**src/vt_pkg.sv**
```systemverilog
// Shared widths, types and constants for the raster timing generator; referenced by scoped name
package vt_pkg;

   ////////////////////////////////////////////////////////////////////////////
   // Widths

   localparam int COORD_W   = 11;              // H/V counter range
   localparam int WORD_W    = 32;              // DMA word
   localparam int BPP_W     = 2;               // Depth code
   localparam int RGB_W     = 12;              // Palette entry, 4 bits per channel
   localparam int CHAN_W    = 8;               // Output channel
   localparam int PAL_IDX_W = 4;

   // Counter value or threshold
   typedef logic [COORD_W-1:0]   coord_t;
   typedef logic [WORD_W-1:0]    word_t;
   typedef logic [BPP_W-1:0]     bpp_t;
   // Red 3..0, green 7..4, blue 11..8
   typedef logic [RGB_W-1:0]     rgb12_t;
   typedef logic [CHAN_W-1:0]    chan8_t;
   typedef logic [PAL_IDX_W-1:0] pal_idx_t;

   ////////////////////////////////////////////////////////////////////////////
   // Pixel depth codes

   localparam bpp_t BPP_1 = 2'd0;              // 32 pixels per word
   localparam bpp_t BPP_2 = 2'd1;              // 16 pixels per word
   localparam bpp_t BPP_4 = 2'd2;              // 8 pixels per word, code 3 same

   ////////////////////////////////////////////////////////////////////////////
   // Pipeline and resync

   localparam int PAL_ENTRIES = 16;
   // Raw scan signals to outputs
   localparam int PIPE_DEPTH  = 4;
   // Minimum held cycles before release
   localparam int RESYNC_HOLD = 3;

   // Resync FSM
   typedef enum logic [1:0] {
      ST_RUN,                                  // Free running raster
      ST_HOLD,                                 // Scan held, thresholds loading
      ST_WAIT_FB                               // Waiting for flyback fall
   } sync_state_t;

endpackage

```
**src/vt_timing_if.sv**
```systemverilog
// Timing thresholds and run enable, driven by the register block and read by scan and pixel logic
`timescale 1ns/100ps

interface vt_timing_if;

   // Last coordinate of each horizontal phase
   vt_pkg::coord_t h_sync_off;
   vt_pkg::coord_t h_disp_start;
   vt_pkg::coord_t h_disp_end;
   vt_pkg::coord_t h_total;
   // Same for vertical, in lines
   vt_pkg::coord_t v_sync_off;
   vt_pkg::coord_t v_disp_start;
   vt_pkg::coord_t v_disp_end;
   vt_pkg::coord_t v_total;
   vt_pkg::bpp_t   bpp;                        // Depth code
   logic           run;                        // Scan enable

   modport cfg (
      output h_sync_off, h_disp_start, h_disp_end, h_total,
      output v_sync_off, v_disp_start, v_disp_end, v_total,
      output bpp, run
   );

   modport scan (
      input h_sync_off, h_disp_start, h_disp_end, h_total,
      input v_sync_off, v_disp_start, v_disp_end, v_total,
      input run
   );

   modport pix (input bpp);

endinterface

```
**src/vt_timing_regs.sv**
```systemverilog
// Timing capture via req/ack toggle handshake; holds the scan and releases it on a flyback fall
`timescale 1ns/100ps

module vt_timing_regs (
   input  logic           pclk,
   input  logic           i_reset,
   input  logic           i_cfg_req,           // Toggled when i_t_* are stable
   input  logic           i_flyback,           // Async
   input  vt_pkg::coord_t i_t_h_res,
   input  vt_pkg::coord_t i_t_h_fp,
   input  vt_pkg::coord_t i_t_h_sync,
   input  vt_pkg::coord_t i_t_h_bp,
   input  vt_pkg::coord_t i_t_v_res,
   input  vt_pkg::coord_t i_t_v_fp,
   input  vt_pkg::coord_t i_t_v_sync,
   input  vt_pkg::coord_t i_t_v_bp,
   input  vt_pkg::bpp_t   i_t_bpp,
   output logic           o_cfg_ack,
   output logic           o_frame_start,       // One cycle per flyback fall
   vt_timing_if.cfg       tim
);

   localparam int HOLD_W = $clog2(vt_pkg::RESYNC_HOLD + 1);

   logic [1:0]          req_sync;              // Two-flop request sync
   logic [2:0]          fb_sync;               // Two sync flops plus last value
   logic                req_pending;
   logic                fb_fall;
   logic                run;
   logic [HOLD_W-1:0]   hold_cnt;
   vt_pkg::sync_state_t state;

   always_ff @(posedge pclk) begin
      if (i_reset) begin
         req_sync <= '0;
         fb_sync  <= '0;
      end else begin
         req_sync <= {req_sync[0], i_cfg_req};
         fb_sync  <= {fb_sync[1:0], i_flyback};
      end
   end

   assign req_pending   = req_sync[1] != o_cfg_ack;
   assign fb_fall       = fb_sync[2] & ~fb_sync[1]; // Edge seen on third flop
   assign o_frame_start = fb_fall;
   assign tim.run       = run;

   ////////////////////////////////////////////////////////////////////////////
   // Resync FSM

   always_ff @(posedge pclk) begin
      if (i_reset) begin
         state     <= vt_pkg::ST_HOLD;         // Start scanning at first flyback fall
         hold_cnt  <= HOLD_W'(vt_pkg::RESYNC_HOLD - 1);
         run       <= 1'b0;
         o_cfg_ack <= 1'b0;
      end else begin
         case (state)
            vt_pkg::ST_RUN: if (req_pending) begin
               state    <= vt_pkg::ST_HOLD;
               hold_cnt <= HOLD_W'(vt_pkg::RESYNC_HOLD - 1);
               run      <= 1'b0;               // Stop the raster
            end
            vt_pkg::ST_HOLD: begin
               if (hold_cnt == '0)
                  state <= vt_pkg::ST_WAIT_FB;
               else
                  hold_cnt <= hold_cnt - 1'b1;
            end
            vt_pkg::ST_WAIT_FB: if (fb_fall) begin
               run       <= 1'b1;
               o_cfg_ack <= req_sync[1];       // Toggles only if a request is open
               state     <= vt_pkg::ST_RUN;
            end
            default: state <= vt_pkg::ST_HOLD;
         endcase
      end
   end

   // Thresholds are last coordinate of each phase; loaded only while held
   always_ff @(posedge pclk) begin
      if (!run) begin
         tim.h_sync_off   <= i_t_h_sync - 1'b1;
         tim.h_disp_start <= i_t_h_sync + i_t_h_bp - 1'b1;
         tim.h_disp_end   <= i_t_h_sync + i_t_h_bp + i_t_h_res - 1'b1;
         tim.h_total      <= i_t_h_sync + i_t_h_bp + i_t_h_res + i_t_h_fp - 1'b1;
         tim.v_sync_off   <= i_t_v_sync - 1'b1;
         tim.v_disp_start <= i_t_v_sync + i_t_v_bp - 1'b1;
         tim.v_disp_end   <= i_t_v_sync + i_t_v_bp + i_t_v_res - 1'b1;
         tim.v_total      <= i_t_v_sync + i_t_v_bp + i_t_v_res + i_t_v_fp - 1'b1;
         tim.bpp          <= i_t_bpp;
      end
   end

   // Ack moves only on the release out of the flyback wait
   a_ack_on_release: assert property (@(posedge pclk) disable iff (i_reset)
      $changed(o_cfg_ack) |-> $past(state) == vt_pkg::ST_WAIT_FB);

endmodule

```
**src/flat_wrapper.sv**
```systemverilog
// flat-port wrapper written by rule: the top's interface ports become plain ports
module vt_timing_regs_flat 
  (pclk, i_reset, i_cfg_req, i_flyback, i_t_h_res, i_t_h_fp, i_t_h_sync, i_t_h_bp, i_t_v_res, i_t_v_fp, i_t_v_sync, i_t_v_bp, i_t_bpp, o_cfg_ack, o_frame_start, tim_h_sync_off, tim_h_disp_start, tim_h_disp_end, tim_h_total, tim_v_sync_off, tim_v_disp_start, tim_v_disp_end, tim_v_total, tim_bpp, tim_run);
  vt_timing_if tim_i ();
  input  logic pclk;
  input  logic i_reset;
  input  logic i_cfg_req;
  input  logic i_flyback;
  input  vt_pkg::coord_t i_t_h_res;
  input  vt_pkg::coord_t i_t_h_fp;
  input  vt_pkg::coord_t i_t_h_sync;
  input  vt_pkg::coord_t i_t_h_bp;
  input  vt_pkg::coord_t i_t_v_res;
  input  vt_pkg::coord_t i_t_v_fp;
  input  vt_pkg::coord_t i_t_v_sync;
  input  vt_pkg::coord_t i_t_v_bp;
  input  vt_pkg::bpp_t i_t_bpp;
  output logic o_cfg_ack;
  output logic o_frame_start;
  output wire logic [$bits(tim_i.h_sync_off)-1:0] tim_h_sync_off;
  output wire logic [$bits(tim_i.h_disp_start)-1:0] tim_h_disp_start;
  output wire logic [$bits(tim_i.h_disp_end)-1:0] tim_h_disp_end;
  output wire logic [$bits(tim_i.h_total)-1:0] tim_h_total;
  output wire logic [$bits(tim_i.v_sync_off)-1:0] tim_v_sync_off;
  output wire logic [$bits(tim_i.v_disp_start)-1:0] tim_v_disp_start;
  output wire logic [$bits(tim_i.v_disp_end)-1:0] tim_v_disp_end;
  output wire logic [$bits(tim_i.v_total)-1:0] tim_v_total;
  output wire logic [$bits(tim_i.bpp)-1:0] tim_bpp;
  output wire logic [$bits(tim_i.run)-1:0] tim_run;
  assign tim_h_sync_off = tim_i.h_sync_off;
  assign tim_h_disp_start = tim_i.h_disp_start;
  assign tim_h_disp_end = tim_i.h_disp_end;
  assign tim_h_total = tim_i.h_total;
  assign tim_v_sync_off = tim_i.v_sync_off;
  assign tim_v_disp_start = tim_i.v_disp_start;
  assign tim_v_disp_end = tim_i.v_disp_end;
  assign tim_v_total = tim_i.v_total;
  assign tim_bpp = tim_i.bpp;
  assign tim_run = tim_i.run;
  vt_timing_regs u_core (.pclk(pclk), .i_reset(i_reset), .i_cfg_req(i_cfg_req), .i_flyback(i_flyback), .i_t_h_res(i_t_h_res), .i_t_h_fp(i_t_h_fp), .i_t_h_sync(i_t_h_sync), .i_t_h_bp(i_t_h_bp), .i_t_v_res(i_t_v_res), .i_t_v_fp(i_t_v_fp), .i_t_v_sync(i_t_v_sync), .i_t_v_bp(i_t_v_bp), .i_t_bpp(i_t_bpp), .o_cfg_ack(o_cfg_ack), .o_frame_start(o_frame_start), .tim(tim_i));
endmodule
```
**config.mk**
```make
export PLATFORM = sky130hd
export DESIGN_NAME = vt_timing_regs_flat
export DESIGN_NICKNAME = d
export VERILOG_FILES = /design/src/vt_pkg.sv /design/src/vt_timing_if.sv /design/src/vt_timing_regs.sv /design/src/flat_wrapper.sv
export SDC_FILE = /design/constraint.sdc
export NUM_CORES = 1
export LEC_CHECK = 0
export ABC_CLOCK_PERIOD_IN_PS = 6900
export BUFFER_PORTS_ARGS = -buffer_cell sky130_fd_sc_hd__buf_2
export CAP_MARGIN = 20
export CORE_ASPECT_RATIO = 0.8
export CORE_UTILIZATION = 54
export CTS_CLUSTER_DIAMETER = 150
export CTS_CLUSTER_SIZE = 40
export DETAILED_ROUTE_END_ITERATION = 10
export GPL_ROUTABILITY_DRIVEN = 0
export PLACE_DENSITY_LB_ADDON = 0.1
export RECOVER_POWER = 50
export SETUP_SLACK_MARGIN = 0.2
export SLEW_MARGIN = 25
export SYNTH_ARGS = -nofsm -noshare
export SYNTH_HDL_FRONTEND = slang
export SYNTH_SLANG_ARGS = --single-unit
```
**constraint.sdc**
```tcl
create_clock -name pclk -period 6.9 [get_ports pclk]
set_input_delay 1.38 -clock pclk [delete_from_list [all_inputs] [get_ports pclk]]
set_output_delay 1.38 -clock pclk [all_outputs]
set_load 0.03 [all_outputs]
```
==> impl_metrics.toml <==
[synthesis]
synth-simple-area-share_pct = 13.44
synth_top_family_by_area = "adder cells"
synth_compound_gate_area_share_pct = 11.35
ys.flop_type = "edfxtp_1"
syn_area_um2 = 7197
synthXorXnorAreaFrac_pct = 12.29
synth-seq-cells = 101
syn_nets = 894
yosysSeqAreaShare_pct = 40.61
synth_edf_count = 90
synthArstFlopShare_pct = 0
synth.distinct_cells = 53
yosysWarningCount = 0
avgSynthCellArea_um2 = 10.18
synthCells = 707
synth_fa_ha_area_share_pct = 16.79
synthMuxAreaShare_pct = 0.2955

[clocking]
htreeDepth = 3
post-cts-setup-buffer-count = 0
clkLatencyLatePin_ps = 350
clock_sinks = 101
cts_tree = "done"
cts_resized = 0
cts_buffers = 9
clockRootBuffer = "clkbuf_16"
cts.path.max_buffers = 2
clkTransAtPathRegs_ps = 60
postCtsHoldBufs = 0

[setup_path]
crit_chain = "clkbuf_1, ha_1, a211oi_1, nor2_1, xor2_1, ha_1, o21a_1, a211o_1, a211oi_1, nor2_1, xor2_1, inv_1, ha_1, inv_1, ha_1, o41ai_1, nand4b_1, nand3_1, xor2_1"
critPathArrivalTime_ps = 6050
start_kind = "primary input"
critPathMaxStageDelay_ps = 620
cpMostUsedCell = "ha_1"
crit_path_end_kind = "flip-flop"
crit_slowest_cell = "o41ai_1"
crit_type = "primary input to flip-flop"
r2r_cells = 5
timing.rr.start = "u_core.tim.run"
required_ps = 6990
cp-startpoint = "i_t_h_sync[1]"
cp_max_fo = 6

[sta]
max_freq_ghz = 0.1679
worst_slack_ps = 943.9
slew_headroom_pct = -150.7
finalCriticalPeriod_ps = 5956
rsz0062_at_grt = "no"
clock-skew-final_ps = 4.214
final_hold_viol_count = 0
tns_ps = 0
slew_violations = 68
worst_slew_pin_slew_ps = 3760
period_share_pct = 86.32
setup_violations = 0

[hold_path]
holdCritPathClass = "flip-flop to flip-flop"
hold_depth = 1
hold_start = "u_core.req_sync[0]"

[route]
drt_first_iter_violations = 205
drt_wl_total_mm = 15.65
detailroute.via_count = 5695
drc_errors = 0
dr.pass1.iters = 4
ant_nets = 0
avgViaCountPerCell = 5.254
routedWlPerCell_um = 14.44

[grt]
grt_pass1_vias = 5457
grt_pass1_wl_mm = 24.97
gr-usage-all-layers_pct = 23.48
grt_max_degree = 68
antenna_found_initial = 0
grt_overflow = 0

[status]
outcome = "complete, but fails checks"
violations = "capacitance limit, slew limit"

[power_and_ir_drop]
p_per_area_nw_per_um2 = 374.9
leakage_nw = 4.018
ir_drop_v = 0.0002174

[run]
drv_cap = 1

[cells_and_area]
drive_gt1_share_pct = 21.01
nets = 1091
antenna_cells = 0
postLayoutCellArea_um2 = 8602
layout-area-overhead-vs-synth_pct = 19.52

[die]
num_io_pins = 187
start_util_pct = 55.72
die_h_um = 105.3
design.core.area_um2 = 12920
die-width_um = 131.1
rows = 37
die_area_um2 = 13800

[place]
port_buffers = 186
dp_hpwl_mm = 12.54
pre_cts_slack_ps = 677.6
placed_area_um2 = 8352
## Yosys cell counts (4+ instances only)
| cell | instances | area share, % |
|---|---|---|
| inv_1 | 99 | 5.2 |
| edfxtp_1 | 90 | 38 |
| ha_1 | 87 | 15 |
| xnor2_1 | 59 | 7.2 |
| nor2_1 | 47 | 2.5 |
| xor2_1 | 42 | 5.1 |
| nand2_1 | 35 | 1.8 |
| a21oi_1 | 30 | 2.1 |
| nor3_1 | 23 | 1.6 |
| o21ai_0 | 23 | 1.6 |
| a21o_1 | 20 | 2.1 |
| nand3_1 | 15 | 1.0 |
| nor2b_1 | 12 | 1.0 |
| dfxtp_1 | 11 | 3.1 |
| nand2b_1 | 9 | 0.78 |
| o21a_1 | 9 | 0.94 |
| nor4_1 | 8 | 0.70 |
| a211oi_1 | 7 | 0.73 |
| or2_2 | 7 | 0.61 |
| fa_1 | 6 | 1.7 |
| nand4_1 | 6 | 0.52 |
| a211o_1 | 5 | 0.61 |
| a22oi_1 | 5 | 0.52 |
| a31oi_1 | 4 | 0.35 |
| nand3b_1 | 4 | 0.42 |
| or3_1 | 4 | 0.35 |
## metrics by stage
stage                     hold WS (ps)  instances  power [mW]  utilization [%]
final                            456.0       1084       3.225            66.60
after global routing             472.8       1084       3.463            66.60
after CTS                        463.5       1084       3.250            66.86
after detailed placement         457.0       1068       2.752            64.66
after global placement           450.5       1068       2.688            64.66
after floorplan                  413.8        707       2.341                -
## logic make-up (layout without fill, tap and decap cells)
| family | after synthesis | count (layout) |
|---|---|---|
| AOI/OAI and AO/OA | 123 | 123 |
| xor gates and xnor gates | 101 | 101 |
| adders and majority gates | 93 | 93 |
| buffers and inverters | 100 | 302 |
| DFF | 101 | 101 |
| muxes | 2 | 2 |
| and+or+nand+nor | 187 | 187 |
## where the power goes
part,total [mW],switching [mW],internal [mW]
clock,0.492,0.214,0.279
combinational,1.75,1.09,0.654
sequential,0.983,0.0509,0.932
total,3.22,1.36,1.87
## critical path, delay by kind of cell
kind                       cells  cell delay [ps]
AOI/OAI and AO/OA              5             1680
and+or+nand+nor                4              500
xor gates and xnor gates       3              900
buffers and inverters          3              410
adders and majority gates      4             1200
## routing by layer
| metal | GRT usage (%) | routed length, µm |
|---|---|---|
| met1 | 29.92 | 7202 |
| met2 | 37.91 | 7095 |
| met3 | 8.579 | 1189 |
| met4 | 5.172 | 163 |
| met5 | 0 | 0 |
## registers in the layout (all words and copies together), names as in the netlist
signal	cells
u_core.tim.v_sync_off	11
u_core.tim.h_disp_end	11
u_core.tim.h_disp_start	11
u_core.tim.h_total	11
u_core.state	2
u_core.o_cfg_ack	1
u_core.tim.run	1
u_core.tim.bpp	2
u_core.tim.v_total	11
u_core.tim.v_disp_start	11
u_core.tim.v_disp_end	11
u_core.hold_cnt	2
u_core.tim.h_sync_off	11
u_core.req_sync	2
u_core.fb_sync	3
## worst paths after layout
check,endpoint,slack (ps)
max,u_core.tim.h_total[10],940
min,u_core.req_sync[1],460
max reg2reg,u_core.tim.run,2420
min reg2reg,u_core.req_sync[1],460
## layout make-up
type                            instances  area (µm²)
Clock buffer                           11       232.7
Inverter                               99       372.9
Fill cell                            1068        4314
Clock inverter                          5       51.30
Timing Repair Buffer                  187       904.6
Tap cell                              175       219.0
Multi-Input combinational cell        506        3899
Sequential cell                       101        2923
## placed cells by master (no fill, tap or decap), types with 11 or more instances in the layout
cell type / n
a21o_1: 20
a21oi_1: 30
buf_2: 162
clkbuf_1: 27
dfxtp_1: 11
edfxtp_1: 90
ha_1: 87
inv_1: 98
nand2_1: 35
nand3_1: 15
nor2_1: 47
nor2b_1: 12
nor3_1: 23
o21ai_0: 23
xnor2_1: 59
xor2_1: 42
(Power assumes the default switching activity.)
