**config.mk**
```make
export PLATFORM = sky130hd
export DESIGN_NAME = vt_scan_counter_flat
export DESIGN_NICKNAME = d
export VERILOG_FILES = /design/src/vt_pkg.sv /design/src/vt_timing_if.sv /design/src/vt_scan_counter.sv /design/src/flat_wrapper.sv
export SDC_FILE = /design/constraint.sdc
export NUM_CORES = 1
export LEC_CHECK = 0
export BUFFER_PORTS_ARGS = -buffer_cell sky130_fd_sc_hd__clkbuf_2
export CAP_MARGIN = 20
export CELL_PAD_IN_SITES_DETAIL_PLACEMENT = 1
export CELL_PAD_IN_SITES_GLOBAL_PLACEMENT = 1
export CORE_UTILIZATION = 35
export CTS_BUF_LIST = sky130_fd_sc_hd__clkbuf_8
export CTS_CLUSTER_DIAMETER = 30
export DETAILED_ROUTE_END_ITERATION = 7
export GPL_TIMING_DRIVEN = 0
export PLACE_DENSITY = 0.85
export SLEW_MARGIN = 20
export SYNTH_ARGS = -nofsm -noshare
export SYNTH_HDL_FRONTEND = slang
export SYNTH_SLANG_ARGS = --single-unit
```
**constraint.sdc**
```tcl
create_clock -name pclk -period 2.2 [get_ports pclk]
set_clock_uncertainty 0.1 [all_clocks]
set_input_delay 0.22 -clock pclk [delete_from_list [all_inputs] [get_ports pclk]]
set_output_delay 0.22 -clock pclk [all_outputs]
set_load 0.02 [all_outputs]
```
**src/vt_pkg.sv**
```systemverilog
// Shared widths, types and constants for the raster timing generator; referenced by scoped name
package vt_pkg;

   ////////////////////////////////////////////////////////////////////////////
   // Widths

   localparam int COORD_W   = 11;              // H/V counter range
   localparam int WORD_W    = 32;              // DMA word
   localparam int BPP_W     = 2;               // Depth code
   localparam int RGB_W     = 12;              // Palette entry, 4 bits per channel
   localparam int CHAN_W    = 8;               // Output channel
   localparam int PAL_IDX_W = 4;

   // Counter value or threshold
   typedef logic [COORD_W-1:0]   coord_t;
   typedef logic [WORD_W-1:0]    word_t;
   typedef logic [BPP_W-1:0]     bpp_t;
   // Red 3..0, green 7..4, blue 11..8
   typedef logic [RGB_W-1:0]     rgb12_t;
   typedef logic [CHAN_W-1:0]    chan8_t;
   typedef logic [PAL_IDX_W-1:0] pal_idx_t;

   ////////////////////////////////////////////////////////////////////////////
   // Pixel depth codes

   localparam bpp_t BPP_1 = 2'd0;              // 32 pixels per word
   localparam bpp_t BPP_2 = 2'd1;              // 16 pixels per word
   localparam bpp_t BPP_4 = 2'd2;              // 8 pixels per word, code 3 same

   ////////////////////////////////////////////////////////////////////////////
   // Pipeline and resync

   localparam int PAL_ENTRIES = 16;
   // Raw scan signals to outputs
   localparam int PIPE_DEPTH  = 4;
   // Minimum held cycles before release
   localparam int RESYNC_HOLD = 3;

   // Resync FSM
   typedef enum logic [1:0] {
      ST_RUN,                                  // Free running raster
      ST_HOLD,                                 // Scan held, thresholds loading
      ST_WAIT_FB                               // Waiting for flyback fall
   } sync_state_t;

endpackage

```
**src/vt_timing_if.sv**
```systemverilog
// Timing thresholds and run enable, driven by the register block and read by scan and pixel logic
`timescale 1ns/100ps

interface vt_timing_if;

   // Last coordinate of each horizontal phase
   vt_pkg::coord_t h_sync_off;
   vt_pkg::coord_t h_disp_start;
   vt_pkg::coord_t h_disp_end;
   vt_pkg::coord_t h_total;
   // Same for vertical, in lines
   vt_pkg::coord_t v_sync_off;
   vt_pkg::coord_t v_disp_start;
   vt_pkg::coord_t v_disp_end;
   vt_pkg::coord_t v_total;
   vt_pkg::bpp_t   bpp;                        // Depth code
   logic           run;                        // Scan enable

   modport cfg (
      output h_sync_off, h_disp_start, h_disp_end, h_total,
      output v_sync_off, v_disp_start, v_disp_end, v_total,
      output bpp, run
   );

   modport scan (
      input h_sync_off, h_disp_start, h_disp_end, h_total,
      input v_sync_off, v_disp_start, v_disp_end, v_total,
      input run
   );

   modport pix (input bpp);

endinterface

```
**src/vt_scan_counter.sv**
```systemverilog
// Horizontal and vertical raster counters producing raw syncs, display enable and coordinates
`timescale 1ns/100ps

module vt_scan_counter (
   input  logic           pclk,
   input  logic           i_reset,
   vt_timing_if.scan      tim,
   output logic           o_de,                // Raw, before the pixel pipeline
   output logic           o_hsync,
   output logic           o_vsync,
   output vt_pkg::coord_t o_disp_x,            // Valid while o_de
   output vt_pkg::coord_t o_disp_y
);

   vt_pkg::coord_t px;                         // Pixel within line
   vt_pkg::coord_t py;                         // Line within frame
   logic           line_end;
   logic           frame_end;
   logic           h_disp;
   logic           v_disp;

   ////////////////////////////////////////////////////////////////////////////
   // Phase decode

   // Syncs sit at coordinate 0; display starts one past the back porch
   assign line_end  = px == tim.h_total;
   assign frame_end = py == tim.v_total;
   assign h_disp    = (px > tim.h_disp_start) && (px <= tim.h_disp_end);
   assign v_disp    = (py > tim.v_disp_start) && (py <= tim.v_disp_end);

   ////////////////////////////////////////////////////////////////////////////
   // Counters

   always_ff @(posedge pclk) begin
      if (i_reset) begin
         px       <= '0;
         py       <= '0;
         o_disp_y <= '0;
      end else if (!tim.run) begin
         // Held on the line before the first display line
         px       <= '0;
         py       <= tim.v_disp_start;
         o_disp_y <= '0;
      end else if (line_end) begin
         px <= '0;
         if (frame_end)
            py <= '0;                          // Wrap into vsync
         else
            py <= py + 1'b1;

         // Display line count
         if (py == tim.v_disp_end)
            o_disp_y <= '0;                    // Last display line done
         else if (v_disp)
            o_disp_y <= o_disp_y + 1'b1;
      end else begin
         px <= px + 1'b1;
      end
   end

   ////////////////////////////////////////////////////////////////////////////
   // Raw outputs

   // All low while the scan is held
   assign o_hsync  = tim.run && (px <= tim.h_sync_off);
   assign o_vsync  = tim.run && (py <= tim.v_sync_off);
   assign o_de     = tim.run && h_disp && v_disp;

   // Zero at first displayed pixel
   assign o_disp_x = px - tim.h_disp_start - 1'b1;

   // Counter must wrap at the programmed total
   a_px_in_line: assert property (@(posedge pclk) disable iff (i_reset)
      tim.run |-> px <= tim.h_total);

endmodule

```
**src/flat_wrapper.sv**
```systemverilog
// flat-port wrapper written by rule: the top's interface ports become plain ports
module vt_scan_counter_flat 
  (pclk, i_reset, o_de, o_hsync, o_vsync, o_disp_x, o_disp_y, tim_h_sync_off, tim_h_disp_start, tim_h_disp_end, tim_h_total, tim_v_sync_off, tim_v_disp_start, tim_v_disp_end, tim_v_total, tim_run);
  vt_timing_if tim_i ();
  input  logic pclk;
  input  logic i_reset;
  output logic o_de;
  output logic o_hsync;
  output logic o_vsync;
  output vt_pkg::coord_t o_disp_x;
  output vt_pkg::coord_t o_disp_y;
  input wire logic [$bits(tim_i.h_sync_off)-1:0] tim_h_sync_off;
  input wire logic [$bits(tim_i.h_disp_start)-1:0] tim_h_disp_start;
  input wire logic [$bits(tim_i.h_disp_end)-1:0] tim_h_disp_end;
  input wire logic [$bits(tim_i.h_total)-1:0] tim_h_total;
  input wire logic [$bits(tim_i.v_sync_off)-1:0] tim_v_sync_off;
  input wire logic [$bits(tim_i.v_disp_start)-1:0] tim_v_disp_start;
  input wire logic [$bits(tim_i.v_disp_end)-1:0] tim_v_disp_end;
  input wire logic [$bits(tim_i.v_total)-1:0] tim_v_total;
  input wire logic [$bits(tim_i.run)-1:0] tim_run;
  assign tim_i.h_sync_off = tim_h_sync_off;
  assign tim_i.h_disp_start = tim_h_disp_start;
  assign tim_i.h_disp_end = tim_h_disp_end;
  assign tim_i.h_total = tim_h_total;
  assign tim_i.v_sync_off = tim_v_sync_off;
  assign tim_i.v_disp_start = tim_v_disp_start;
  assign tim_i.v_disp_end = tim_v_disp_end;
  assign tim_i.v_total = tim_v_total;
  assign tim_i.run = tim_run;
  vt_scan_counter u_core (.pclk(pclk), .i_reset(i_reset), .tim(tim_i), .o_de(o_de), .o_hsync(o_hsync), .o_vsync(o_vsync), .o_disp_x(o_disp_x), .o_disp_y(o_disp_y));
endmodule
```
==> impl_metrics.py, run 1 <==
metrics = {
    "worst_setup_path": {
        "end_kind": "primary output",
        "arrival_ps": 2460,
        "critPathLaunchType": "flip-flop",
        "r2r-end": "u_core.o_disp_y[4]",
        "ff2ff_path_depth": 9,
        "worstPathMaxFanout": 6,
        "rr_startpoint": "u_core.py[5]",
        "path_class": "flip-flop to primary output",
        "worstPathRequired_ps": 1880,
        "ff2ff_setup_slack_ps": -280,
    },
    "placement": {
        "place_area_um2": 4780,
        "pre_cts_ws_ps": -571,
        "dp_cells": 760,
        "port_buffers": 114,
        "gp_congestion": 0.859,
        "dp_hpwl_um": 10700,
    },
    "pwr": {
        "ir_worst_vdd_mv": 0.242,
        "power_density_nw_per_um2": 328,
        "power_mw": 1.99,
        "leakagePower_nw": 2.89,
    },
    "floorplan": {
        "num_rows": 38,
        "die_area_um2": 11500,
        "ios": 116,
        "start_util_pct": 35.8,
        "die_y_um": 107,
        "core_area_um2": 10800,
        "fp.dieW_um": 107,
    },
    "drt": {
        "dr.first_iter.drc_count": 188,
        "wl_per_cell_um": 21.9,
        "vias": 4691,
        "drt-total-wl_um": 18000,
        "firstDrtPassIters": 7,
        "viasPerCell": 5.73,
        "ant_nets": 0,
        "drc": 1,
    },
    "sta": {
        "period_needed_ps": 2780,
        "drv_slew": 0,
        "setup_violations": 31,
        "worstMarginPinSlew_ps": 683,
        "rsz0062_at_grt": "true",
        "fin_tns_setup_ps": -5740,
        "finalHoldViolations": 0,
        "clock.fmax_mhz": 360,
        "holdWs_ps": 57.5,
        "relSlewSlack_pct": 54.3,
        "worst_slack_ps": -576,
        "post-route-period-util_pct": 126,
    },
    "logic_synthesis": {
        "synthCells": 506,
        "netlist_area_um2": 3880,
        "ys.flop_type": "dfxtp_1",
        "ys_async_sr_fraction_pct": 0,
        "synth_top_area_share_pct": 22.6,
        "avgSynthCellArea_um2": 7.67,
        "synth_seq_cells": 33,
        "yosysSeqAreaShare_pct": 17.0,
        "yosysWarnings": 0,
        "synth_edf_count": 0,
        "yosys.area.top_type": "ha_1",
        "synth_nets": 668,
        "yosysUniqueCellTypes": 54,
        "ys_top_cells_by_area": "ha_1 (23%), dfxtp_1 (17%), inv_1 (7.6%)",
    },
    "run_status": {
        "violations": "design-rule violations, negative setup slack",
        "status": "finished with violations",
    },
    "worst_hold_path": {
        "hp-class": "primary input to flip-flop",
        "min-delay-start": "tim_v_disp_start[5]",
        "hold-path-endpoint": "u_core.py[5]",
        "min_path_cells": 3,
    },
    "global_routing": {
        "grt_use_total_pct": 26.2,
        "grt_pass1_wl_um": 23500,
        "grt_overflow": 0,
        "antenna_found_initial": 0,
        "grt_pass1_vias": 4869,
        "grt_max_degree": 11,
    },
    "clock_tree": {
        "cts_tree": "built",
        "cts.clk_slew.worst_paths_ps": 80,
        "cts-root-buf": "clkbuf_8",
        "clock_latency_ps": 310,
        "clock-sinks": 33,
        "clockBufferDepth": 2,
        "cts-buffers-inserted": 5,
        "cts.htree.levels": 2,
    },
    "final_layout": {
        "drive_gt1_share_pct": 44.5,
        "utilization_pct": 55.9,
        "final_common_cell": "clkbuf_2",
        "fin_nets": 840,
        "diodes": 0,
        "stdcell_count": 819,
        "synthToLayoutAreaGrowth_pct": 56.2,
        "final_cell_mix": "clkbuf_2 (105), inv_1 (76), buf_4 (46), ha_1 (45), nor2_1 (27)",
        "nFillCells": 1274,
        "fin_area_um2": 6060,
    },
    "flow_run": {
        "maxCapViolCount": 0,
    },
}
area by class of cell:
class                   count  area, um^2  share of cell area [%]
flip-flops and latches     33         736                    12.1
clock inverters             3        13.8                   0.227
well taps                 140         175                    2.89
repair buffers            168        1110                    18.3
multi-input cells         385        3610                    59.6
clock buffers               5        68.8                    1.14
inverters                  80         303                    5.00
plain buffers               5        43.8                   0.723
worst max path at each step:
| stage | from | end | cells past startpoint | slack, ps |
|---|---|---|---|---|
| final | u_core.py[5] | o_de | 9 | -580 |
| after global routing | u_core.py[5] | o_de | 9 | -640 |
| after CTS | u_core.px[1] | o_de | 8 | -540 |
| after detailed placement | u_core.px[5] | u_core.py[5] | 6 | -570 |
| after global placement | u_core.px[5] | u_core.py[5] | 6 | -470 |
| after floorplan | u_core.py[0] | o_de | 9 | -40 |
power by group:
part / leakage (nW) / switching [mW] / internal, mW / total, mW
sequential: 0.283 / 0.0471 / 0.606 / 0.653
combinational: 2.56 / 0.439 / 0.412 / 0.851
clock: 0.0491 / 0.267 / 0.215 / 0.483
total: 2.89 / 0.753 / 1.23 / 1.99
kinds of logic (layout without fill, tap and decap cells):
group / after synthesis / in the layout / synth area share [%]
AND/OR/NAND/NOR: 165 / 165 / 23.3
AO/OA/AOI/OAI: 106 / 106 / 18.2
multiplexers: 4 / 4 / 1.03
XOR/XNOR: 39 / 39 / 8.81
adder cells (fa/ha/maj): 71 / 71 / 23.1
flip-flops: 33 / 33 / 17.0
buffers and inverters: 88 / 261 / 8.58
per-layer routing:
layer	GRT usage, %	wire length (um)	vias up
met3	3.33	857	78
met2	50.6	9570	214
met5	0	0	-
li1	-	-	2139
met4	11.3	922	0
met1	28.2	6630	2260
synthesized netlist by cell type, types with 4 or more instances:
cell type	number
nor2b_1	6
xnor2_1	31
nor2_1	28
nand4_1	18
o311ai_0	4
or3_1	5
and3_1	15
nand3b_1	9
o21ai_0	20
inv_1	79
ha_1	70
clkbuf_1	6
o211ai_1	8
nand2b_1	6
nand3_1	20
nor3_1	12
dfxtp_1	33
a21oi_1	31
xor2_1	8
mux2i_1	4
o21a_1	5
nand2_1	27
a21o_1	7
o22ai_1	7
sequential cells by signal, summed over array words and instances (netlist names):
| register | flops |
|---|---|
| u_core.px | 11 |
| u_core.o_disp_y | 11 |
| u_core.py | 11 |
critical path, cell delays in order (launching register included):
cell and delay, ps:
dfxtp_4 380, buf_4 160, ha_4 270, nand4_1 250, a21oi_2 220, or4_4 170
nand3_4 100, buf_8 170, nor4b_4 260, buf_4 180
repair_timing:
action                                  4_1_cts  5_1_grt
hold buffers                                  0        0
endpoints found under the setup margin       44       40
buffers inserted                             23       35
pin swaps                                    29       63
resized for setup                            79      115
cloned                                        0        1
Note: power is estimated with default switching activity, not from simulation.
==> inputs of run 2 (changes only) <==
--- a/config.mk
+++ b/config.mk
@@ -9,12 +9,13 @@
 export CAP_MARGIN = 20
 export CELL_PAD_IN_SITES_DETAIL_PLACEMENT = 1
 export CELL_PAD_IN_SITES_GLOBAL_PLACEMENT = 1
-export CORE_UTILIZATION = 35
+export CORE_MARGIN = 3
+export CORE_UTILIZATION = 39
 export CTS_BUF_LIST = sky130_fd_sc_hd__clkbuf_8
 export CTS_CLUSTER_DIAMETER = 30
 export DETAILED_ROUTE_END_ITERATION = 7
 export GPL_TIMING_DRIVEN = 0
-export PLACE_DENSITY = 0.85
+export PLACE_DENSITY = 0.89
 export SLEW_MARGIN = 20
 export SYNTH_ARGS = -nofsm -noshare
 export SYNTH_HDL_FRONTEND = slang
==> constraint.sdc (replaced) <==
create_clock -name pclk -period 2.87 [get_ports pclk]
set_clock_uncertainty 0.1 [all_clocks]
set_input_delay 0.287 -clock pclk [delete_from_list [all_inputs] [get_ports pclk]]
set_output_delay 0.287 -clock pclk [all_outputs]
set_load 0.02 [all_outputs]
==> run 2 against run 1 <==
Worst hold slack better by 91 ps. Sequential share of layout area grew 2.4 points. Sequential power down 21%. Clock-buffer cell count unchanged. Register-to-register slack improved by 490 ps. Largest power group is now sequential cells. The flow now finishes without violations. Sequential cell count is the same. Die area is 2.9% lower. Critical endpoint unchanged. Wire length down 23%.
==> impl_metrics.py, run 2 (synthesized netlist as in run 1, its figures left out) <==
metrics = {
    "run_status": {
        "status": "finished clean",
    },
    "final_layout": {
        "drive_gt1_share_pct": 26.3,
        "fin_area_um2": 4890,
        "utilization_pct": 51.7,
        "reg.largest.list": "u_core.o_disp_y: 11 flops, u_core.px: 11 flops, u_core.py: 11 flops",
        "synthToLayoutAreaGrowth_pct": 26.0,
        "fin_nets": 795,
        "nFillCells": 1257,
        "final_cell_mix": "clkbuf_2 (110), inv_1 (80), ha_1 (67), xnor2_1 (31), nor2_1 (28)",
        "diodes": 0,
        "final_common_cell": "clkbuf_2",
    },
    "pwr": {
        "switching_share_pct": 35.7,
        "ir_worst_vdd_mv": 0.168,
        "p_clk_share_pct": 26.5,
        "leakagePower_nw": 2.45,
        "p_int_uw": 840,
        "p_sw_uw": 466,
        "power_mw": 1.31,
        "p_comb_share_pct": 34.1,
        "seqPwrFrac_pct": 39.4,
        "power_density_nw_per_um2": 267,
    },
    "placement": {
        "pre_cts_ws_ps": -158,
        "port_buffers": 114,
        "place_area_um2": 4610,
        "gp_congestion": 0.859,
        "dp_hpwl_um": 10800,
    },
    "clock_tree": {
        "clock-sinks": 33,
        "postCtsHoldBufs": 0,
        "cts.htree.levels": 2,
        "cts_tree": "built",
        "cts-buffers-inserted": 5,
        "clockBufferDepth": 2,
        "cts.clk_slew.worst_paths_ps": 70,
        "clock_latency_ps": 290,
        "cts-root-buf": "clkbuf_8",
    },
    "drt": {
        "dr.first_iter.drc_count": 155,
        "vias": 4276,
        "viasPerCell": 5.60,
        "drt-met1-wl_um": 5770,
        "wl_per_cell_um": 18.1,
        "drc": 0,
        "drt-total-wl_um": 13800,
        "firstDrtPassIters": 4,
        "ant_nets": 0,
        "met3WireLength_um": 594,
        "dr_wl_met2_um": 7040,
        "top_layer": "met4",
    },
    "worst_setup_path": {
        "ff2ff_path_depth": 7,
        "arrival_ps": 2410,
        "critPathLaunchType": "flip-flop",
        "ff2ff_setup_slack_ps": 210,
        "crit_path_top_delay_cell": "o311ai_2",
        "end_kind": "primary output",
        "path_class": "flip-flop to primary output",
        "r2r-end": "u_core.o_disp_y[7]",
        "worstPathCellList": "ha_1 -> nand4_1 -> buf_4 -> a21oi_1 -> o311ai_2 -> nand3_2 -> buf_6 -> nor4b_4 -> clkbuf_8",
        "worstPathMaxFanout": 10,
        "cpPeakStageDelay_ps": 390,
        "rr_startpoint": "u_core.px[3]",
        "worstPathRequired_ps": 2480,
    },
    "sta": {
        "setup_violations": 0,
        "worstMarginPinSlew_ps": 664,
        "period_needed_ps": 2800,
        "finalHoldViolations": 0,
        "drv_slew": 0,
        "relSlewSlack_pct": 55.6,
        "clock.fmax_mhz": 357,
        "post-route-period-util_pct": 97.6,
        "worst_slack_ps": 70.1,
    },
    "global_routing": {
        "grt_pass1_vias": 4633,
        "grt_use_total_pct": 23.9,
        "grt_max_degree": 11,
        "grt_pass1_wl_um": 21900,
        "grt_overflow": 0,
        "antenna_found_initial": 0,
    },
    "floorplan": {
        "die_area_um2": 11200,
        "num_rows": 35,
        "fp.dieW_um": 106,
        "die_y_um": 106,
        "start_util_pct": 41.0,
        "ios": 116,
        "core_area_um2": 9460,
    },
    "worst_hold_path": {
        "min-delay-start": "tim_v_disp_start[5]",
        "hp-class": "primary input to flip-flop",
        "hold-path-endpoint": "u_core.py[5]",
        "min_path_cells": 3,
    },
    "flow_run": {
        "maxCapViolCount": 0,
    },
}
==> run 2: cell count changes in the layout (fill, tap and decap cells not counted), sizes merged <==
cell / delta
buf: -53
clkbuf: +8
==> run 2: power by group through the flow <==
stage	Combinational, mW	Sequential [mW]	Clock (mW)
after floorplan	0.258	0.505	0
after global placement	0.378	0.523	0
after detailed placement	0.411	0.524	0
after CTS	0.422	0.516	0.345
after global routing	0.500	0.517	0.373
final	0.445	0.515	0.346
==> run 2: timing repair <==
| item | CTS | global route |
|---|---|---|
| setup endpoints to repair | 4 | 7 |
| resized for setup | 25 | 26 |
| setup buffers | 2 | 5 |
| pin swaps | 3 | 6 |
==> run 2: how the worst max path moves through the flow <==
stage	start	end	slack (ps)	depth (start not counted)
3_5_place_dp	u_core.py[6]	o_de	-160	9
6_report	u_core.py[5]	o_de	70	9
3_3_place_gp	u_core.py[6]	o_de	-120	9
5_1_grt	u_core.px[0]	o_disp_x[10]	-60	9
2_1_floorplan	u_core.py[6]	o_de	2	8
4_1_cts	u_core.px[0]	o_disp_x[10]	5	9
==> run 2: through the flow <==
step	setup TNS (ps)	hold WS, ps	cells
after CTS	0	141	758
after floorplan	0	283	506
after global placement	-121	354	749
after global routing	-120	149	763
final	0	149	763
after detailed placement	-158	377	749
==> run 2: worst max-delay path: cells and delay by family, from the launching register on <==
kind / cells / cell delay [ps]
simple gates: 3 / 520
buf+inv: 3 / 490
compound gates: 2 / 430
flops: 1 / 380
fa+ha+maj: 1 / 300
==> run 2: area by class of cell <==
class                           count  area, um^2  area share, %
Timing Repair Buffer              121         634           13.0
Clock buffer                        5        68.8           1.41
Buffer                              7        35.0          0.717
Tap cell                          129         161           3.30
Sequential cell                    33         709           14.5
Inverter                           80         300           6.14
Multi-Input combinational cell    385        2970           60.7
Clock inverter                      3        13.8          0.282
==> run 2: per-layer routing <==
metal	vias to the layer above	GRT usage, %
met2	152	44.0
met1	2021	27.7
met3	38	3.37
met4	0	8.88
li1	2065	-
met5	-	0
