**src/vt_pkg.sv**
```systemverilog
// Shared widths, types and constants for the raster timing generator; referenced by scoped name
package vt_pkg;

   ////////////////////////////////////////////////////////////////////////////
   // Widths

   localparam int COORD_W   = 11;              // H/V counter range
   localparam int WORD_W    = 32;              // DMA word
   localparam int BPP_W     = 2;               // Depth code
   localparam int RGB_W     = 12;              // Palette entry, 4 bits per channel
   localparam int CHAN_W    = 8;               // Output channel
   localparam int PAL_IDX_W = 4;

   // Counter value or threshold
   typedef logic [COORD_W-1:0]   coord_t;
   typedef logic [WORD_W-1:0]    word_t;
   typedef logic [BPP_W-1:0]     bpp_t;
   // Red 3..0, green 7..4, blue 11..8
   typedef logic [RGB_W-1:0]     rgb12_t;
   typedef logic [CHAN_W-1:0]    chan8_t;
   typedef logic [PAL_IDX_W-1:0] pal_idx_t;

   ////////////////////////////////////////////////////////////////////////////
   // Pixel depth codes

   localparam bpp_t BPP_1 = 2'd0;              // 32 pixels per word
   localparam bpp_t BPP_2 = 2'd1;              // 16 pixels per word
   localparam bpp_t BPP_4 = 2'd2;              // 8 pixels per word, code 3 same

   ////////////////////////////////////////////////////////////////////////////
   // Pipeline and resync

   localparam int PAL_ENTRIES = 16;
   // Raw scan signals to outputs
   localparam int PIPE_DEPTH  = 4;
   // Minimum held cycles before release
   localparam int RESYNC_HOLD = 3;

   // Resync FSM
   typedef enum logic [1:0] {
      ST_RUN,                                  // Free running raster
      ST_HOLD,                                 // Scan held, thresholds loading
      ST_WAIT_FB                               // Waiting for flyback fall
   } sync_state_t;

endpackage

```
**src/vt_timing_if.sv**
```systemverilog
// Timing thresholds and run enable, driven by the register block and read by scan and pixel logic
`timescale 1ns/100ps

interface vt_timing_if;

   // Last coordinate of each horizontal phase
   vt_pkg::coord_t h_sync_off;
   vt_pkg::coord_t h_disp_start;
   vt_pkg::coord_t h_disp_end;
   vt_pkg::coord_t h_total;
   // Same for vertical, in lines
   vt_pkg::coord_t v_sync_off;
   vt_pkg::coord_t v_disp_start;
   vt_pkg::coord_t v_disp_end;
   vt_pkg::coord_t v_total;
   vt_pkg::bpp_t   bpp;                        // Depth code
   logic           run;                        // Scan enable

   modport cfg (
      output h_sync_off, h_disp_start, h_disp_end, h_total,
      output v_sync_off, v_disp_start, v_disp_end, v_total,
      output bpp, run
   );

   modport scan (
      input h_sync_off, h_disp_start, h_disp_end, h_total,
      input v_sync_off, v_disp_start, v_disp_end, v_total,
      input run
   );

   modport pix (input bpp);

endinterface

```
**src/vt_pixel_unpack.sv**
```systemverilog
// Four-stage pixel pipeline; line buffer read, bit select, palette lookup, colour expand
`timescale 1ns/100ps

module vt_pixel_unpack #(
   parameter int BANK_AW = 8
) (
   input  logic               pclk,
   input  logic               i_reset,
   vt_timing_if.pix           tim,
   input  logic               i_de,            // Raw scan signals
   input  logic               i_hsync,
   input  logic               i_vsync,
   input  vt_pkg::coord_t     i_disp_x,
   input  vt_pkg::coord_t     i_disp_y,
   input  logic [vt_pkg::PAL_ENTRIES*vt_pkg::RGB_W-1:0] i_palette,
   output logic [BANK_AW:0]   o_rd_addr,       // To line buffer
   input  vt_pkg::word_t      i_rd_data,       // One cycle after o_rd_addr
   output vt_pkg::chan8_t     o_r,
   output vt_pkg::chan8_t     o_g,
   output vt_pkg::chan8_t     o_b,
   output logic               o_hsync,
   output logic               o_vsync,
   output logic               o_de,
   output logic               o_blank
);

   localparam int PD = vt_pkg::PIPE_DEPTH;

   vt_pkg::coord_t   word_idx;
   logic [4:0]       xidx_s1;                  // Pixel position in word
   logic [4:0]       bit_sh;
   logic [3:0]       bit_mask;
   vt_pkg::word_t    shifted;
   vt_pkg::pal_idx_t pix_s2;
   vt_pkg::rgb12_t   rgb_s3;
   logic [PD-1:0]    de_pipe;
   logic [PD-1:0]    hs_pipe;
   logic [PD-1:0]    vs_pipe;

   // 4-bit channel to 8 by repeating its top bit
   function automatic vt_pkg::chan8_t widen(input logic [3:0] n);
      return {n, {4{n[3]}}};
   endfunction

   ////////////////////////////////////////////////////////////////////////////
   // Stage 1 line buffer read

   always_comb begin
      case (tim.bpp)
         vt_pkg::BPP_1: word_idx = i_disp_x >> 5;
         vt_pkg::BPP_2: word_idx = i_disp_x >> 4;
         default:       word_idx = i_disp_x >> 3; // 4 bpp and reserved
      endcase
   end

   assign o_rd_addr = {i_disp_y[0], word_idx[BANK_AW-1:0]}; // Even lines in bank 0

   always_ff @(posedge pclk)
      xidx_s1 <= i_disp_x[4:0];

   ////////////////////////////////////////////////////////////////////////////
   // Stage 2 bit select

   always_comb begin
      case (tim.bpp)
         vt_pkg::BPP_1: begin
            bit_sh   = xidx_s1;
            bit_mask = 4'h1;
         end
         vt_pkg::BPP_2: begin
            bit_sh   = {xidx_s1[3:0], 1'b0};
            bit_mask = 4'h3;
         end
         default: begin
            bit_sh   = {xidx_s1[2:0], 2'b00};
            bit_mask = 4'hf;
         end
      endcase
   end

   assign shifted = i_rd_data >> bit_sh;       // Pixel 0 in low bits

   // Stage 3 palette and stage 4 expand
   always_ff @(posedge pclk) begin
      pix_s2 <= shifted[3:0] & bit_mask;       // Zero-extended index
      rgb_s3 <= i_palette[pix_s2*vt_pkg::RGB_W +: vt_pkg::RGB_W];
      o_r    <= widen(rgb_s3[3:0]);
      o_g    <= widen(rgb_s3[7:4]);
      o_b    <= widen(rgb_s3[11:8]);
   end

   ////////////////////////////////////////////////////////////////////////////
   // Sync delay to match

   always_ff @(posedge pclk) begin
      if (i_reset) begin
         de_pipe <= '0;
         hs_pipe <= '0;
         vs_pipe <= '0;
      end else begin
         de_pipe <= {de_pipe[PD-2:0], i_de};
         hs_pipe <= {hs_pipe[PD-2:0], i_hsync};
         vs_pipe <= {vs_pipe[PD-2:0], i_vsync};
      end
   end

   assign o_de    = de_pipe[PD-1];
   assign o_hsync = hs_pipe[PD-1];
   assign o_vsync = vs_pipe[PD-1];
   assign o_blank = ~de_pipe[PD-1];

endmodule

```
**src/flat_wrapper.sv**
```systemverilog
// flat-port wrapper written by rule: the top's interface ports become plain ports
module vt_pixel_unpack_flat 
#(
   parameter int BANK_AW = 8
)
  (pclk, i_reset, i_de, i_hsync, i_vsync, i_disp_x, i_disp_y, i_palette, o_rd_addr, i_rd_data, o_r, o_g, o_b, o_hsync, o_vsync, o_de, o_blank, tim_bpp);
  vt_timing_if tim_i ();
  input  logic pclk;
  input  logic i_reset;
  input  logic i_de;
  input  logic i_hsync;
  input  logic i_vsync;
  input  vt_pkg::coord_t i_disp_x;
  input  vt_pkg::coord_t i_disp_y;
  input  logic [vt_pkg::PAL_ENTRIES*vt_pkg::RGB_W-1:0] i_palette;
  output logic [BANK_AW:0] o_rd_addr;
  input  vt_pkg::word_t i_rd_data;
  output vt_pkg::chan8_t o_r;
  output vt_pkg::chan8_t o_g;
  output vt_pkg::chan8_t o_b;
  output logic o_hsync;
  output logic o_vsync;
  output logic o_de;
  output logic o_blank;
  input wire logic [$bits(tim_i.bpp)-1:0] tim_bpp;
  assign tim_i.bpp = tim_bpp;
  vt_pixel_unpack #(.BANK_AW(BANK_AW)) u_core (.pclk(pclk), .i_reset(i_reset), .tim(tim_i), .i_de(i_de), .i_hsync(i_hsync), .i_vsync(i_vsync), .i_disp_x(i_disp_x), .i_disp_y(i_disp_y), .i_palette(i_palette), .o_rd_addr(o_rd_addr), .i_rd_data(i_rd_data), .o_r(o_r), .o_g(o_g), .o_b(o_b), .o_hsync(o_hsync), .o_vsync(o_vsync), .o_de(o_de), .o_blank(o_blank));
endmodule
```
**config.mk**
```make
export PLATFORM = sky130hd
export DESIGN_NAME = vt_pixel_unpack_flat
export DESIGN_NICKNAME = d
export VERILOG_FILES = /design/src/vt_pkg.sv /design/src/vt_timing_if.sv /design/src/vt_pixel_unpack.sv /design/src/flat_wrapper.sv
export SDC_FILE = /design/constraint.sdc
export NUM_CORES = 1
export LEC_CHECK = 0
export BUFFER_PORTS_ARGS = -buffer_cell sky130_fd_sc_hd__buf_2
export CAP_MARGIN = 20
export CELL_PAD_IN_SITES_DETAIL_PLACEMENT = 0
export CELL_PAD_IN_SITES_GLOBAL_PLACEMENT = 2
export CORE_AREA = 2 2 136 138
export CTS_BUF_LIST = sky130_fd_sc_hd__clkbuf_8 sky130_fd_sc_hd__clkbuf_16
export DETAILED_ROUTE_END_ITERATION = 8
export DIE_AREA = 0 0 138 140
export HOLD_SLACK_MARGIN = 0.08
export PLACE_DENSITY = 0.84
export SKIP_CTS_REPAIR_TIMING = 1
export SYNTH_ARGS = -nofsm -noshare
export SYNTH_HDL_FRONTEND = slang
export SYNTH_SLANG_ARGS = --single-unit
```
**constraint.sdc**
```tcl
create_clock -name pclk -period 2.8 [get_ports pclk]
set_input_delay 0.28 -clock pclk [delete_from_list [all_inputs] [get_ports pclk]]
set_output_delay 0.28 -clock pclk [all_outputs]
set_load 0.01 [all_outputs]
```
==> results.sh, run 1 <==
export IMPL_status="completed"
export IMPL_drtPass1Iterations=4
export IMPL_first_global_vias=4245
export IMPL_grt_pass1_wl_um=25920
export IMPL_skew_ps=5.603
export IMPL_grtUsageTotal_pct=17.38
export IMPL_ys_types=52
export IMPL_hold_viol=0
export IMPL_ys_ff_latch=45
export IMPL_drtAntennaViolNets=0
export IMPL_numCtsBuffers=5
export IMPL_clkSinkCount=45
export IMPL_drive_above_1_share_pct=64.75
export IMPL_layout_min_cycle_time_ps=2387
export IMPL_detailroute_via_count=4114
export IMPL_ir_worst_vdd_uv=285.9
export IMPL_grt_ovfl_total=0
export IMPL_yosys_warnings=0
export IMPL_regArea_um2=905.9
export IMPL_n_fill_cell=1884
export IMPL_routed_wl_um=17470
export IMPL_worstHoldPathType="input pin to flop"
export IMPL_areaGrowthSynthToFinish_pct=44.08
export IMPL_synth_edff_count=0
export IMPL_hpwl_um=14730
export IMPL_num_rows=49
export IMPL_end_kind="flop"
export IMPL_yosys_area_share_simple_pct=10.08
export IMPL_worstMarginPinSlew_ps=703.4
export IMPL_cp_required_ps=2970
export IMPL_syn_area_um2=3846
export IMPL_crit_path_start_kind="flop"
export IMPL_finalInstanceArea_um2=5542
export IMPL_synth_cells=336
export IMPL_drt_wirelength_per_cell_um=21.28
export IMPL_mostFrequentLayoutCells="buf_2, mux4_2, dfxtp_1, nand2_1, mux2i_1"
export IMPL_core_um2=17780
export IMPL_start_util_pct=21.63
export IMPL_insertion_delay_ps=290
export IMPL_routed_via_density=5.011
export IMPL_cts_clk_slew_worst_paths_ps=70
export IMPL_grt_max_degree=35
export IMPL_power_leakage_nw=2.464
export IMPL_fp_dieW_um=138
export IMPL_synthArstFlopShare_pct=0
export IMPL_worstPathArrival_ps=2560
export IMPL_slowest_stage="nor3b_2"
export IMPL_crit_buf_inv=1
export IMPL_ios=290
export IMPL_critPathKind="flop to flop"
export IMPL_drc_errors=0
export IMPL_antenna_found_initial=4
export IMPL_place_gp_congestion=0.9730
export IMPL_synth_top_family_by_area="multiplexers"
export IMPL_placed_area_um2=5388
export IMPL_drt_iter0_markers=247
export IMPL_die_h_um=140
export IMPL_power_switching_mw=0.9233
export IMPL_synth_compound_area_share_pct=13.73
export IMPL_p_seq_share_pct=32.9
export IMPL_muxShareOfSynthArea_pct=45.54
export IMPL_p_sw_share_pct=33.45
export IMPL_port_buffers=277
export IMPL_p_int_mw=1.837
export IMPL_root_buffer="clkbuf_16"
export IMPL_die_area_um2=19320
export IMPL_clk_path_buf_depth=2
export IMPL_syn_avg_cell_area_um2=11.45
export IMPL_synthXorXnorAreaFrac_pct=0
export IMPL_synth_main_ff_cell="dfxtp_1"
export IMPL_layout_commonest_cell="buf_2"
export IMPL_synth_fp_nets=589
export IMPL_ys_seq_area_share_pct=23.42
export IMPL_fmax_ghz=0.4189
export IMPL_max_cap_violations=0
export IMPL_combPwrFrac_pct=45.3
export IMPL_multi_input_area_um2=2668
export IMPL_final_net_count=842
export IMPL_crit_chain="nor3b_2 > buf_4 > mux2i_1 > o21ai_0 > and3_1 > nor3_1 > o22ai_1"
export IMPL_max_slew_margin_pct=52.61
export IMPL_finalSetupTns_ps=0
export IMPL_path_max_fanout=7
export IMPL_cpPeakStageDelay_ps=590
export IMPL_cts_tree="done"
export IMPL_grt_setup_unrepaired="false"
export IMPL_hold_worst_slack_ps=92.07
export IMPL_crit_family="simple AND/OR/NAND/NOR gates"
export IMPL_synth_adder_area_share_pct=0
export IMPL_powerDensity_nw_per_um2=498.0
export IMPL_post_route_period_util_pct=85.27
export IMPL_report_final_slew_viol_count=0
export IMPL_finalSetupViolations=0
export IMPL_clockPowerShare_pct=21.8
export IMPL_htree_levels=2
[metrics by stage]
stage	total power [mW]	std cells	setup WS [ps]	util [%]
2_1_floorplan	1.738	336	779.3	-
3_3_place_gp	2.167	811	301.4	30.30
3_5_place_dp	2.186	811	287.2	30.30
4_1_cts	2.804	819	411.4	31.14
5_1_grt	2.922	820	269.4	31.15
6_report	2.760	821	412.5	31.17
[cells in the mapped netlist (2+ instances only)]
| cell | count | area (µm²) |
|---|---|---|
| o21ai_2 | 3 | 26.28 |
| a211oi_1 | 5 | 37.54 |
| buf_1 | 4 | 15.01 |
| o21ai_0 | 15 | 75.07 |
| nor3_1 | 3 | 15.01 |
| o22ai_1 | 4 | 25.02 |
| mux2i_1 | 21 | 210.2 |
| clkbuf_1 | 10 | 37.54 |
| buf_2 | 12 | 60.06 |
| mux2_2 | 3 | 33.78 |
| o22a_1 | 2 | 17.52 |
| o21a_1 | 3 | 22.52 |
| inv_1 | 3 | 11.26 |
| nand3_1 | 6 | 30.03 |
| nor2_1 | 10 | 37.54 |
| a221o_1 | 2 | 20.02 |
| buf_6 | 3 | 33.78 |
| and2_1 | 2 | 12.51 |
| a31oi_1 | 2 | 12.51 |
| buf_4 | 16 | 120.1 |
| o32ai_1 | 2 | 17.52 |
| nand2_1 | 29 | 108.9 |
| mux4_2 | 65 | 1464 |
| a21o_1 | 2 | 15.01 |
| o221ai_1 | 5 | 43.79 |
| nand2b_1 | 5 | 31.28 |
| dfxtp_1 | 45 | 900.9 |
| o31ai_1 | 2 | 15.01 |
| a2111oi_0 | 3 | 26.28 |
| a221oi_1 | 2 | 17.52 |
| nor2b_1 | 12 | 75.07 |
| mux2_4 | 2 | 30.03 |
| a22oi_1 | 3 | 22.52 |
| a21oi_1 | 12 | 60.06 |
[sequential cells by signal, indices dropped and copies added (netlist names)]
signal          cells
u_core.o_r          4
u_core.hs_pipe      4
u_core.o_g          4
u_core.de_pipe      4
u_core.o_b          4
u_core.xidx_s1      5
u_core.rgb_s3      12
u_core.vs_pipe      4
u_core.pix_s2       4
[layer usage]
layer	GRT usage (%)	up-vias	wire length (µm)
met2	30.90	213	8937
met1	21.32	2024	6814
met3	2.803	26	1156
met4	6.230	0	562
met5	0	-	0
li1	-	1851	-
[final timing paths]
path	from	endpoint	slack [ps]	cells past startpoint
hold reg to reg	u_core.rgb_s3[1]$_DFF_P_	u_core.o_r[5]$_DFF_P_	330	0
setup / recovery	u_core.xidx_s1[0]$_DFF_P_	u_core.pix_s2[2]$_DFF_P_	410	7
hold / removal	i_disp_x[0]	u_core.xidx_s1[0]$_DFF_P_	90	1
setup reg to reg	u_core.xidx_s1[0]$_DFF_P_	u_core.pix_s2[2]$_DFF_P_	410	7
[cells by family after synthesis]
logic type | Yosys count
compound gates | 74
buf+inv | 48
flops | 45
mux | 92
simple gates | 77
[area by class of cell]
class,count,share of cell area (%)
Multi-Input combinational cell,243,48.14
Timing Repair Buffer,291,27.37
Sequential cell,45,16.35
Tap cell,229,5.170
Clock buffer,5,2.258
Clock inverter,3,0.4290
Inverter,3,0.2032
Antenna cell,2,0.09031
[power by group through the flow]
| stage | registers (mW) | logic, mW | clock network [mW] |
|---|---|---|---|
| final | 0.908 | 1.25 | 0.602 |
| after global routing | 0.933 | 1.34 | 0.652 |
| after CTS | 0.915 | 1.26 | 0.625 |
| after detailed placement | 0.929 | 1.26 | 0 |
| after global placement | 0.922 | 1.25 | 0 |
| after floorplan | 0.884 | 0.854 | 0 |
Note: power is estimated with default switching activity, not from simulation.
==> run 2: changes to the inputs <==
--- a/config.mk
+++ b/config.mk
@@ -14,7 +14,7 @@
 export DETAILED_ROUTE_END_ITERATION = 8
 export DIE_AREA = 0 0 138 140
 export HOLD_SLACK_MARGIN = 0.08
-export PLACE_DENSITY = 0.84
+export PLACE_DENSITY_LB_ADDON = 0.1
 export SKIP_CTS_REPAIR_TIMING = 1
 export SYNTH_ARGS = -nofsm -noshare
 export SYNTH_HDL_FRONTEND = slang
==> results.sh, run 2 (synthesized netlist as in run 1, its figures left out) <==
export IMPL_critPathKind="flop to flop"
export IMPL_htree_levels=2
export IMPL_detailroute_via_count=4006
export IMPL_drc_errors=0
export IMPL_n_fill_cell=1921
export IMPL_path_max_fanout=11
export IMPL_hold_viol=0
export IMPL_num_rows=49
export IMPL_drive_above_1_share_pct=64.71
export IMPL_root_buffer="clkbuf_16"
export IMPL_final_net_count=847
export IMPL_areaGrowthSynthToFinish_pct=46.00
export IMPL_largest_reg_flops=12
export IMPL_worstPathArrival_ps=2410
export IMPL_report_final_slew_viol_count=0
export IMPL_grt_setup_unrepaired="false"
export IMPL_routed_wl_um=17470
export IMPL_fp_dieW_um=138
export IMPL_hpwl_um=14650
export IMPL_finalSetupViolations=0
export IMPL_crit_path_start_kind="flop"
export IMPL_ir_worst_vdd_uv=223.7
export IMPL_layout_commonest_cell="buf_2"
export IMPL_die_area_um2=19320
export IMPL_layout_min_cycle_time_ps=2292
export IMPL_grt_ovfl_total=0
export IMPL_power_leakage_nw=2.501
export IMPL_start_util_pct=21.63
export IMPL_place_gp_congestion=0.9129
export IMPL_grt_pass1_wl_um=26050
export IMPL_max_cap_violations=0
export IMPL_die_h_um=140
export IMPL_drtPass1Iterations=4
export IMPL_regMostFlops="u_core.rgb_s3"
export IMPL_numCtsBuffers=5
export IMPL_fin_ws_ps=508.3
export IMPL_cts_tree="done"
export IMPL_antenna_found_initial=1
export IMPL_top_regs="u_core.rgb_s3: 12 flops, u_core.xidx_s1: 5 flops"
export IMPL_worstMarginPinSlew_ps=956.6
export IMPL_skew_ps=3.131
export IMPL_place_ws_ps=323.7
export IMPL_fmax_ghz=0.4364
export IMPL_p_total_mw=2.849
export IMPL_status="completed"
export IMPL_cts_clk_slew_worst_paths_ps=60
export IMPL_insertion_delay_ps=290
export IMPL_core_um2=17780
export IMPL_worstHoldPathType="input pin to flop"
export IMPL_post_route_period_util_pct=81.85
export IMPL_grtUsageTotal_pct=17.57
export IMPL_finalSetupTns_ps=0
export IMPL_drt_iter0_markers=175
export IMPL_mostFrequentLayoutCells="buf_2, mux4_2, dfxtp_1, nand2_1, mux2i_1"
export IMPL_max_slew_margin_pct=35.55
export IMPL_routed_via_density=4.856
export IMPL_cp_required_ps=2920
export IMPL_first_global_vias=4132
export IMPL_drt_wirelength_per_cell_um=21.17
export IMPL_end_kind="flop"
export IMPL_clk_path_buf_depth=2
export IMPL_drtAntennaViolNets=0
export IMPL_port_buffers=277
export IMPL_grt_max_degree=49
export IMPL_ios=290
export IMPL_clkSinkCount=45
export IMPL_powerDensity_nw_per_um2=507.4
## run 2: changes by cell type in the layout (fill, tap and decap cells not counted)
cell           before  now
buf_4              12   14
diode_2             2    1
inv_6               1    0
bufinv_16           0    1
buf_12              2    3
dlygate4sd3_1       0    2
## run 2: report_power, final
group	internal [mW]	switching (mW)	total [mW]
Sequential	0.793	0.0904	0.883
Clock	0.423	0.260	0.683
Combinational	0.715	0.568	1.28
Total	1.93	0.918	2.85
## run 2: routing by layer
layer	global-route usage, %	wire, µm
met1	23.02	7376
met2	30.48	8928
met3	3.077	902
met4	3.813	262
met5	0	0
## run 2: cell type report
class | count | area, µm² | area share [%]
repair buffers | 296 | 1572 | 27.99
inverters | 3 | 11.26 | 0.2005
well taps | 229 | 286.5 | 5.102
diodes | 1 | 2.502 | 0.04456
clock inverters | 3 | 45.04 | 0.8021
clock buffers | 5 | 125.1 | 2.228
multi-input cells | 243 | 2668 | 47.50
flip-flops and latches | 45 | 905.9 | 16.13
## run 2: critical path, cell delays in order, from the launching register on
cell and delay (ps):
dfxtp_1 330, nor3b_2 560, buf_4 330, mux4_2 520
mux2i_1 140, o22a_1 130, o31ai_1 90
## run 2: stage by stage
stage          area [µm²]  hold slack (ps)  cells  util [%]
3_5_place_dp         5423            312.1    814     30.50
3_3_place_gp         5423            309.8    814     30.50
4_1_cts              5593            66.01    822     31.46
2_1_floorplan        3846            307.7    336         -
6_report             5615            96.19    825     31.58
5_1_grt              5615            82.32    825     31.58
## run 2: worst paths after layout
check | startpoint | depth (start not counted) | to | slack (ps)
worst max-delay path | u_core.xidx_s1[0]$_DFF_P_ | 6 | u_core.pix_s2[0]$_DFF_P_ | 510
worst min-delay path | i_disp_x[2] | 1 | u_core.xidx_s1[2]$_DFF_P_ | 100
worst max register to register | u_core.xidx_s1[0]$_DFF_P_ | 6 | u_core.pix_s2[0]$_DFF_P_ | 510
worst min register to register | u_core.rgb_s3[1]$_DFF_P_ | 0 | u_core.o_r[5]$_DFF_P_ | 320
